--- config.mk ---
export PLATFORM = sky130hd
export DESIGN_NAME = ifu
export DESIGN_NICKNAME = d
export VERILOG_FILES = /design/src/ifu_pkg.sv /design/src/fetch_aligner.sv /design/src/rvc_expander.sv /design/src/ifu_output.sv /design/src/ifu.sv
export VERILOG_INCLUDE_DIRS = /design/src
export SDC_FILE = /design/constraint.sdc
export NUM_CORES = 1
export LEC_CHECK = 0
export BUFFER_PORTS_ARGS = -buffer_cell sky130_fd_sc_hd__clkbuf_2
export CAP_MARGIN = 15
export CORE_ASPECT_RATIO = 1.1
export CORE_MARGIN = 5
export CORE_UTILIZATION = 35
export CTS_CLUSTER_SIZE = 25
export DETAILED_ROUTE_END_ITERATION = 6
export PLACE_DENSITY = 0.68
export SETUP_SLACK_MARGIN = 0.02
export SYNTH_ARGS = -nofsm -noshare
export SYNTH_HDL_FRONTEND = slang
export SYNTH_SLANG_ARGS = --single-unit
export TNS_END_PERCENT = 20
--- constraint.sdc ---
create_clock -name clk -period 5.7 [get_ports clk]
set_input_delay 0.855 -clock clk [delete_from_list [all_inputs] [get_ports clk]]
set_output_delay 0.855 -clock clk [all_outputs]
set_load 0.01 [all_outputs]
--- src/ifu_consts.svh ---
`ifndef IFU_CONSTS_SVH
`define IFU_CONSTS_SVH

// data and address width
`define IFU_XLEN 32
// one compressed parcel
`define IFU_HALF 16

// addi x0,x0,0
`define IFU_NOP 32'h0000_0013

// trap bus width and slots, same numbering as the riscv cause codes
`define IFU_TRAP_LEN 16
`define IFU_TRAP_INST_MISALIGNED 0
`define IFU_TRAP_INST_ACCESS_FAULT 1
`define IFU_TRAP_INST_PAGE_FAULT 12

// rv32i opcodes and funct fields for the expanded forms
`define IFU_OP_IMM 7'b0010011
`define IFU_OP_REG 7'b0110011
`define IFU_F3_ADD 3'b000
`define IFU_F7_ADD 7'b0000000
`define IFU_REG_X0 5'd0

// compressed quadrants and funct fields
`define IFU_C_Q1 2'b01
`define IFU_C_Q2 2'b10
`define IFU_C_F3_ADDI 3'b000
`define IFU_C_F3_LI 3'b010
`define IFU_C_F4_MV 4'b1000
`define IFU_C_F4_ADD 4'b1001

`endif

--- src/ifu_pkg.sv ---
`include "ifu_consts.svh"

package ifu_pkg;

    // ci format view
    // c.addi / c.li and friends
    typedef struct packed {
        logic [2:0] funct3;
        // imm[5], sign bit of the 6-bit immediate
        logic       imm_5;
        logic [4:0] rd_rs1;
        logic [4:0] imm_4_0;
        logic [1:0] quadrant;
    } rvc_ci_t;

    // cr format view
    // c.mv / c.add / c.jr / c.jalr share it
    typedef struct packed {
        logic [3:0] funct4;
        logic [4:0] rd_rs1;
        logic [4:0] rs2;
        logic [1:0] quadrant;
    } rvc_cr_t;

    // one compressed halfword, decoded either way
    typedef union packed {
        rvc_ci_t ci;
        rvc_cr_t cr;
    } rvc_half_u;

    // trap bus from the fetch stage
    // bit positions follow the IFU_TRAP_* slots
    typedef logic [`IFU_TRAP_LEN-1:0] trap_bus_t;

endpackage

--- src/fetch_aligner.sv ---
`include "ifu_consts.svh"

module fetch_aligner (
    input  logic                 clk,
    input  logic                 rst,
    input  logic                 if_flush_i,
    input  logic                 if_rdata_valid_i,
    input  logic [`IFU_XLEN-1:0] inst_addr_i,
    input  logic [`IFU_XLEN-1:0] if_rdata_i,
    output logic [`IFU_XLEN-1:0] sel_inst_o,
    output logic                 sel_compressed_o,
    output logic                 sel_valid_o
);

    // halfword addressed by the pc
    logic [`IFU_HALF-1:0] cur_half;
    logic                 cur_compressed;

    // first half of a split 32-bit instruction
    logic [`IFU_HALF-1:0] saved_half;
    // word index of the split, pc >> 2
    logic [`IFU_XLEN-3:0] saved_word;
    logic                 saved_valid;

    logic [`IFU_XLEN-3:0] next_word;
    logic                 join_hit;
    logic                 split_save;

    // bit 1 picks the parcel inside the fetch word
    assign cur_half = inst_addr_i[1] ? if_rdata_i[`IFU_XLEN-1:`IFU_HALF]
                                     : if_rdata_i[`IFU_HALF-1:0];

    // low bits 11 mean a full 32-bit instruction
    assign cur_compressed = (cur_half[1:0] != 2'b11);

    // second half must come from the very next word
    assign next_word = saved_word + 1'b1;
    assign join_hit  = saved_valid && if_rdata_valid_i &&
                       (inst_addr_i[`IFU_XLEN-1:2] == next_word);

    // uncompressed at pc[1]=1 runs into the next word
    // saved flag blocks a second save of a repeated word
    assign split_save = !if_flush_i && !saved_valid && if_rdata_valid_i &&
                        !cur_compressed && inst_addr_i[1];

    // saved flag
    // flush wins over save and join
    always_ff @(posedge clk or posedge rst) begin
        if (rst) begin
            saved_valid <= 1'b0;
        end else if (if_flush_i) begin
            saved_valid <= 1'b0;
        end else if (split_save) begin
            saved_valid <= 1'b1;
        end else if (join_hit) begin
            // joined this cycle, nothing left pending
            saved_valid <= 1'b0;
        end
    end

    // payload only, qualified by saved_valid
    always_ff @(posedge clk) begin
        if (split_save) begin
            saved_half <= cur_half;
            saved_word <= inst_addr_i[`IFU_XLEN-1:2];
        end
    end

    // instruction selection
    always_comb begin
        sel_inst_o       = `IFU_NOP;
        sel_compressed_o = 1'b0;
        sel_valid_o      = 1'b0;
        if (saved_valid) begin
            // waiting on the upper half
            if (join_hit) begin
                sel_inst_o  = {if_rdata_i[`IFU_HALF-1:0], saved_half};
                sel_valid_o = 1'b1;
            end
        end else if (if_rdata_valid_i) begin
            if (cur_compressed) begin
                // expander reads the low half
                sel_inst_o       = {{`IFU_HALF{1'b0}}, cur_half};
                sel_compressed_o = 1'b1;
                sel_valid_o      = 1'b1;
            end else if (!inst_addr_i[1]) begin
                // aligned full word
                sel_inst_o  = if_rdata_i;
                sel_valid_o = 1'b1;
            end
            // else split, halfword gets saved at the edge
        end
    end

endmodule

--- src/rvc_expander.sv ---
`include "ifu_consts.svh"

module rvc_expander (
    input  ifu_pkg::rvc_half_u   half_i,
    output logic [`IFU_XLEN-1:0] inst_o
);

    // 6-bit ci immediate, sign-extended to 12
    logic [11:0] ci_imm;
    // rs2 = x0 would be c.jr / c.jalr
    logic        rs2_nz;

    assign ci_imm = {{6{half_i.ci.imm_5}}, half_i.ci.imm_5, half_i.ci.imm_4_0};
    assign rs2_nz = (half_i.cr.rs2 != `IFU_REG_X0);

    // quadrant and funct decode
    // unsupported patterns leave the illegal all-zero word
    always_comb begin
        inst_o = '0;
        case (half_i.ci.quadrant)
            `IFU_C_Q1: begin
                if (half_i.ci.funct3 == `IFU_C_F3_ADDI) begin
                    // c.addi -> addi rd, rd, imm
                    inst_o = {ci_imm,
                              half_i.ci.rd_rs1,
                              `IFU_F3_ADD,
                              half_i.ci.rd_rs1,
                              `IFU_OP_IMM};
                end else if (half_i.ci.funct3 == `IFU_C_F3_LI) begin
                    // c.li -> addi rd, x0, imm
                    inst_o = {ci_imm,
                              `IFU_REG_X0,
                              `IFU_F3_ADD,
                              half_i.ci.rd_rs1,
                              `IFU_OP_IMM};
                end
            end
            `IFU_C_Q2: begin
                // cr view from here
                if (rs2_nz) begin
                    if (half_i.cr.funct4 == `IFU_C_F4_MV) begin
                        // c.mv -> add rd, x0, rs2
                        inst_o = {`IFU_F7_ADD,
                                  half_i.cr.rs2,
                                  `IFU_REG_X0,
                                  `IFU_F3_ADD,
                                  half_i.cr.rd_rs1,
                                  `IFU_OP_REG};
                    end else if (half_i.cr.funct4 == `IFU_C_F4_ADD) begin
                        // c.add -> add rd, rd, rs2
                        inst_o = {`IFU_F7_ADD,
                                  half_i.cr.rs2,
                                  half_i.cr.rd_rs1,
                                  `IFU_F3_ADD,
                                  half_i.cr.rd_rs1,
                                  `IFU_OP_REG};
                    end
                end
            end
            default: begin
                // quadrant 0 and non-compressed, not expanded
                inst_o = '0;
            end
        endcase
    end

endmodule

--- src/ifu_output.sv ---
`include "ifu_consts.svh"

module ifu_output (
    input  logic [`IFU_XLEN-1:0] sel_inst_i,
    input  logic [`IFU_XLEN-1:0] expanded_inst_i,
    input  logic                 sel_compressed_i,
    input  logic                 sel_valid_i,
    input  logic                 ls_valid_i,
    input  logic                 mmu_page_fault_i,
    input  logic                 mmu_resp_valid_i,
    output logic [`IFU_XLEN-1:0] inst_data_o,
    output logic                 is_compressed_o,
    output logic                 ram_stall_o,
    output ifu_pkg::trap_bus_t   trap_bus_o
);

    import ifu_pkg::*;

    trap_bus_t trap_d;
    // fault only counts with a live mmu response
    logic      page_fault;

    assign page_fault = mmu_page_fault_i && mmu_resp_valid_i;

    // nop fill when nothing complete is available
    assign inst_data_o = !sel_valid_i     ? `IFU_NOP :
                         sel_compressed_i ? expanded_inst_i : sel_inst_i;

    assign is_compressed_o = sel_compressed_i;

    // stall the pipe while no instruction is ready
    // load/store owning memory masks the request
    assign ram_stall_o = !ls_valid_i && !sel_valid_i;

    // trap bus assembly
    always_comb begin
        trap_d = '0;
        // no misaligned or access faults raised here
        trap_d[`IFU_TRAP_INST_MISALIGNED]   = 1'b0;
        trap_d[`IFU_TRAP_INST_ACCESS_FAULT] = 1'b0;
        trap_d[`IFU_TRAP_INST_PAGE_FAULT]   = page_fault;
    end

    assign trap_bus_o = trap_d;

endmodule

--- src/ifu.sv ---
`include "ifu_consts.svh"

module ifu (
    input  logic                 clk,
    input  logic                 rst,
    input  logic [`IFU_XLEN-1:0] inst_addr_i,
    input  logic [`IFU_XLEN-1:0] if_rdata_i,
    input  logic                 if_rdata_valid_i,
    input  logic                 if_flush_i,
    input  logic                 ls_valid_i,
    input  logic                 mmu_page_fault_i,
    input  logic                 mmu_resp_valid_i,
    output logic [`IFU_XLEN-1:0] inst_addr_o,
    output logic [`IFU_XLEN-1:0] inst_data_o,
    output logic                 is_compressed_o,
    output logic                 ram_stall_o,
    output ifu_pkg::trap_bus_t   trap_bus_o
);

    // aligner to output stage
    logic [`IFU_XLEN-1:0] sel_inst;
    logic                 sel_compressed;
    logic                 sel_valid;
    // 32-bit form of the low halfword
    logic [`IFU_XLEN-1:0] expanded_inst;

    // pc goes straight through to if/id
    assign inst_addr_o = inst_addr_i;

    // halfword tracking and instruction pick
    fetch_aligner fetch_aligner_i (
        .clk              (clk),
        .rst              (rst),
        .if_flush_i       (if_flush_i),
        .if_rdata_valid_i (if_rdata_valid_i),
        .inst_addr_i      (inst_addr_i),
        .if_rdata_i       (if_rdata_i),
        .sel_inst_o       (sel_inst),
        .sel_compressed_o (sel_compressed),
        .sel_valid_o      (sel_valid)
    );

    // compressed parcel sits in the low half
    rvc_expander rvc_expander_i (
        .half_i (sel_inst[`IFU_HALF-1:0]),
        .inst_o (expanded_inst)
    );

    // final mux, stall request, traps
    ifu_output ifu_output_i (
        .sel_inst_i       (sel_inst),
        .expanded_inst_i  (expanded_inst),
        .sel_compressed_i (sel_compressed),
        .sel_valid_i      (sel_valid),
        .ls_valid_i       (ls_valid_i),
        .mmu_page_fault_i (mmu_page_fault_i),
        .mmu_resp_valid_i (mmu_resp_valid_i),
        .inst_data_o      (inst_data_o),
        .is_compressed_o  (is_compressed_o),
        .ram_stall_o      (ram_stall_o),
        .trap_bus_o       (trap_bus_o)
    );

endmodule

# Word level (Yosys, flattened, before mapping)
# Cells that the tools add are included.
dict set report totals {
  regBits 47
  inputBits 71
  output_inout_bits 82
  elab_cells 52
}
dict set report classes {
  addsub 1
  eq_ne 7
  muxes 25
  n_reduce_logical 16
}
# operator count
set op_table {}
lappend op_table {{$mux W32} 11}
lappend op_table {{$pmux W32 S2} 1}
lappend op_table {{$add A30 B1 Y30 const B} 1}
lappend op_table {{$eq A30 B30 Y1} 1}
lappend op_table {{$mux W25} 1}
lappend op_table {{$mux W16} 1}
lappend op_table {{$mux W1} 11}
lappend op_table {{$eq A4 B4 Y1 const B} 2}
lappend op_table {{$logic_and A1 B1 Y1} 8}
lappend op_table {{$logic_not A1 Y1} 5}
lappend op_table {{$reduce_bool A5 Y1} 1}
lappend op_table {{$eq A3 B2 Y1 const B} 1}
lappend op_table {{$logic_not A3 Y1} 1}
lappend op_table {{$reduce_bool A3 Y1} 1}
lappend op_table {{$eq A2 B1 Y1 const B} 1}
lappend op_table {{$eq A2 B2 Y1 const B} 1}
lappend op_table {{$ne A2 B2 Y1 const B} 1}

# Depth between registers and ports, before layout
dict set report logic_depth {
  ltp_word 12
  depth_mapped 18
  depth_no_buf 16
}

# Cells and area by module
# From an unflattened synthesis, not the netlist that was laid out.
dict set report unflattened {
  cells_unflattened 513
  area_unflattened_um2 4797.1
}
# module n_inst cells_per_inst area_each_um2 seq_area_each_um2
set modules_own_cells {}
lappend modules_own_cells {fetch_aligner 1 333 3404.5 1406.3}
lappend modules_own_cells {ifu_output 1 91 737.0 0.0}
lappend modules_own_cells {rvc_expander 1 57 415.4 0.0}
lappend modules_own_cells {ifu 1 32 240.2 0.0}

# Least setup slack after synthesis
# Ideal clock, no wire load.
dict set report synth_timing {
  kind {input to register}
  start {input port if_rdata_valid_i}
  end {register fetch_aligner_i.saved_half[0], enable pin}
  setup_ns 0.509
  arrival_time_ns 4.327
  t_required_ns 5.191
  setup_slack_ns 0.865
  cell_stages 3
  path_buffers 1
  path_cell_list {nand2b_1 -> clkbuf_1 -> nor3_1}
}
dict set report synth_via {
  elab_chain_len 3
}
# element line_no
set synth_rtl {}
lappend synth_rtl {{from (decl)} ifu.sv:8} ;# input logic if_rdata_valid_i,
lappend synth_rtl {{$logic_and A1 B1 Y1 (2 in a row)} fetch_aligner.sv:43} ;# assign split_save = !if_flush_i && !saved_valid && if_rdata_valid_i &&
lappend synth_rtl {{$logic_and A1 B1 Y1} fetch_aligner.sv:44} ;# !cur_compressed && inst_addr_i[1];
lappend synth_rtl {{net fetch_aligner_i.split_save} fetch_aligner.sv:27} ;# logic split_save;
lappend synth_rtl {{to (signal assigned)} fetch_aligner.sv:64} ;# saved_half <= cur_half;
lappend synth_rtl {{to (decl)} fetch_aligner.sv:20} ;# logic [`IFU_HALF-1:0] saved_half;
# The timed path passes the listed nets, and every way through them passes these cells.
# A chain may end at the register's enable or synchronous reset.

# Final worst setup path
dict set report layout_timing {
  start {register fetch_aligner_i.saved_word[2]}
  end {output port inst_data_o[0]}
}
dict set report layout_via {
  elab_chain_len 12
  word_cells_on_any_way 22
  cone_classes {1 x add/sub; 6 x eq/ne; 12 x mux; 3 x reduce/logical}
}
# element line_no
set layout_rtl {}
lappend layout_rtl {{from (decl)} fetch_aligner.sv:22} ;# logic [`IFU_XLEN-3:0] saved_word;
lappend layout_rtl {{from (signal assigned)} fetch_aligner.sv:65} ;# saved_word <= inst_addr_i[`IFU_XLEN-1:2];
lappend layout_rtl {{$add A30 B1 Y30 *} fetch_aligner.sv:37} ;# assign next_word = saved_word + 1'b1;
lappend layout_rtl {{$eq A30 B30 Y1 *} fetch_aligner.sv:39} ;# (inst_addr_i[`IFU_XLEN-1:2] == next_word);
lappend layout_rtl {{$logic_and A1 B1 Y1 *} fetch_aligner.sv:38} ;# assign join_hit = saved_valid && if_rdata_valid_i &&
lappend layout_rtl {{$mux W32} fetch_aligner.sv:76} ;# if (join_hit) begin
lappend layout_rtl {{$mux W32} fetch_aligner.sv:74} ;# if (saved_valid) begin
lappend layout_rtl {{$eq A4 B4 Y1 (no source line)} -}
lappend layout_rtl {{$mux W25} rvc_expander.sv:49} ;# end else if (half_i.cr.funct4 == `IFU_C_F4_ADD) begin
lappend layout_rtl {{$mux W32} rvc_expander.sv:41} ;# if (half_i.cr.funct4 == `IFU_C_F4_MV) begin
lappend layout_rtl {{$mux W32} rvc_expander.sv:40} ;# if (rs2_nz) begin
lappend layout_rtl {{$pmux W32 S2} rvc_expander.sv:20} ;# case (half_i.ci.quadrant)
lappend layout_rtl {{$mux W32} ifu_output.sv:27} ;# sel_compressed_i ? expanded_inst_i : sel_inst_i;
lappend layout_rtl {{$mux W32 *} ifu_output.sv:26} ;# assign inst_data_o = !sel_valid_i ? `IFU_NOP :
lappend layout_rtl {{to (decl)} ifu.sv:14} ;# output logic [`IFU_XLEN-1:0] inst_data_o,
# Mark *: on every way between the ends. The rest lies on a longest branch, timed or not.

==> summary.txt <==
Status
  – Status: finished, final reports clean

Synthesis
  – Synth Area per Inst: about 8.7 µm²
  – Sequential area share after synthesis: 34.44%
  – Number of library cell types mapped by synthesis: 59
  – FFs w/ async S/R, synth: between 2 and 2.5%
  – Gate Count Post-Synth: roughly 470
  – Synth Register Bits: 47
  – Number of flops mapped to enable cells by yosys: 46
  – Mapped Area: approximately 4100 µm²
  – Main synth FF type: edfxtp_1
  – Synth warn: 0

STA
  – Setup_tns: 0 ps
  – Hold Vio Cnt, Final: 0
  – Final WS setup: a little under 500 ps
  – Slew Limit Fails: 0
  – Max Clk Rate: between 150 and 200 MHz
  – Final setup viols: 0
  – Clock skew: 10.37 ps
  – Final min period: approximately 5200 ps
  – RSZ-0062 raised after global routing: false
  – Worst-Margin Slew: about 920 ps
  – Slew margin rel.: between 30% and 40%
  – Final period utilization: 91.48%

Floorplanning
  – FP Rows: 41
  – DIE AREA: approximately 14000 µm²
  – Initial core utilization: a little over a third
  – I/O pins: approximately 150
  – Die H: approximately 120 µm
  – Die W: around 110 µm
  – Core footprint: 11440 µm²

GRT
  – Met3 Resource Use GR: roughly 3.6%
  – Largest net degree at the start of global routing: 41
  – Remaining global-route overflow: 0
  – Number of global-route vias before repair: ~3800
  – GR Layer Usage met1: 21.44%
  – Initial antenna violation count: 0
  – GRT Total Usage: 16.89%
  – Global routing usage on met2: 28.63%
  – GRT Max-Usage Layer: met2
  – First-pass GRT wire length: 18790 µm

Final layout
  – Final nets: 645
  – Cell area after layout: 4811 µm²
  – Share of cells above drive strength 1: between 30% and 40%
  – Number of diodes: 0
  – Area growth syn-to-layout: 17.80%

CTS
  – Total clock sinks: 47
  – TritonCTS buffer count: 5
  – Clock tree root driver cell: clkbuf_16
  – CTS tree: built
  – Clk slew on worst S/H paths: about 70 ps
  – H-tree levels: 2
  – Cts hold-fix bufs: 0
  – Clock Latency Late Sink: 290 ps
  – Clock buffer depth: 2

Placed design
  – Dpl cell area: around 4600 µm²
  – I/O Buffers: about 140
  – DP HPWL: 9496 µm
  – Routability congestion estimate: 0.8768
  – Worst slack, placed: about 550 ps

Routing
  – # DRC: 0
  – Vias/cell: 5.364
  – Vias: 3873
  – Final ANT Viol Nets: 0
  – Initial drt markers: roughly 190
  – WL per Instance: around 17 µm
  – Drt total wl: between 10000 and 15000 µm
  – First-pass iteration count of the detailed router: 5

Hold path
  – Worst Hold Class: in2async

Setup path
  – Worst EP arrival: about 4400 ps
  – Setup CP Type: reg2out
  – CP Max Fanout: 7
  – Critical Path RT: between 4000 and 5000 ps
  – CP Launch Type: flop
  – Crit end category: primary output

Pwr
  – Static Leak: between 1.5 and 2 nW
  – Maximum VDD drop: ~0.00014 V
  – PwrDens: between 150 and 200 nW/µm²

Flow run
  – Max-cap violations: 0
timing repair:
item,4_1_cts,5_1_grt
gates resized for setup,0,0
endpoints found under the hold margin,0,0
buffers inserted,0,3
endpoints found under the setup margin,0,17
critical path, stage by stage, from the launching register on:
cell and delay [ps]:
edfxtp_1 520, nand4_4 200, nor4_1 500, o211ai_1 150
o21ai_0 170, nand4_1 190, nor4_4 430, and3b_1 290
nand2b_1 100, o21ai_0 120, ha_1 190, nand3b_1 70
a31o_2 250, a211oi_4 310, o21bai_2 190, a21bo_2 250
clkbuf_2 140
registers in the layout, summed over array words and instances (netlist names):
| name | count |
|---|---|
| fetch_aligner_i.saved_half | 16 |
| fetch_aligner_i.saved_valid | 1 |
| fetch_aligner_i.saved_word | 30 |
power by group:
| group | switching, W | total, W | internal [W] |
|---|---|---|---|
| registers | 0.00000434 | 0.000389 | 0.000385 |
| logic | 0.000122 | 0.000202 | 0.0000792 |
| clock network | 0.000135 | 0.000345 | 0.000209 |
| total | 0.000262 | 0.000935 | 0.000673 |
synthesized netlist by cell type (11+ instances only):
| master | number | area [µm²] |
|---|---|---|
| a21oi_1 | 41 | 205.2 |
| a22oi_1 | 12 | 90.09 |
| and3_1 | 12 | 75.07 |
| buf_4 | 50 | 375.4 |
| edfxtp_1 | 46 | 1381 |
| nand2_1 | 52 | 195.2 |
| nand2b_1 | 12 | 75.07 |
| nand3_1 | 11 | 55.05 |
| nor2_1 | 35 | 131.4 |
| nor2b_1 | 15 | 93.84 |
| nor3_1 | 13 | 65.06 |
| o21ai_0 | 14 | 70.07 |
| xnor2_1 | 18 | 157.7 |
| xor2_1 | 15 | 131.4 |
kinds of logic (layout without fill, tap and decap cells):
kind of cell,after synthesis,after routing,share of synthesized area [%]
muxes,5,5,1.348
adders and majority gates,3,3,0.9192
buffers and inverters,68,157,10.91
AOI/OAI and AO/OA,117,117,19.18
and+or+nand+nor,195,195,26.04
xor gates and xnor gates,33,33,7.077
other,1,15,0.09182
DFF,47,47,34.44
stage by stage:
step	power, W	hold slack [ps]	cells	util (%)
2_1_floorplan	0.0005328	583.7	483	-
3_3_place_gp	0.0005952	700.4	711	40.35
3_5_place_dp	0.0005970	697.9	711	40.35
4_1_cts	0.0009447	380.5	719	41.86
5_1_grt	0.0009802	386.3	722	42.05
6_report	0.0009353	400.1	722	42.05
cell usage in the layout, fill, tap and decap left out, drive strengths merged, types with 4 or more instances in the layout:
cell type,count
nand2,53
xor2,15
clkbuf,140
and3,12
nor2b,15
edfxtp,46
conb,15
or2,4
a31oi,8
nor2,35
a22oi,12
xnor2,18
o21ai,21
nor4,5
nand3b,6
nor3,15
mux2,4
o211ai,5
nand4,9
inv,8
nand3,11
nand2b,12
nor3b,7
a21o,9
buf,7
a21oi,43
path summary, 6_finish.rpt:
path / start / endpoint / slack [ps] / cells past startpoint
worst min register to register: fetch_aligner_i.saved_valid / fetch_aligner_i.saved_valid / 790 / 2
worst min-delay path: rst / fetch_aligner_i.saved_valid / 400 / 2
min in group clk: inst_addr_i[31] / fetch_aligner_i.saved_word[29] / 790 / 1
worst max-delay path: fetch_aligner_i.saved_word[2] / inst_data_o[0] / 490 / 16
max in group asynchronous: rst / fetch_aligner_i.saved_valid / 5210 / 2
worst max register to register: fetch_aligner_i.saved_word[2] / fetch_aligner_i.saved_valid / 2780 / 9
layer usage:
layer	wire length, µm	vias to the layer above
li1	-	1854
met1	4884	1775
met2	5693	221
met3	1132	23
met4	315	0
met5	0	-
layout make-up:
type / instances / area [µm²]
fillers: 1154 / 6629
multi-input cells: 368 / 2290
flip-flops and latches: 47 / 1406
repair buffers: 142 / 728.2
well taps: 150 / 187.7
clock buffers: 5 / 125.1
clock inverters: 3 / 47.55
inverters: 7 / 26.28
No activity file was read; power rests on OpenSTA's default activity.
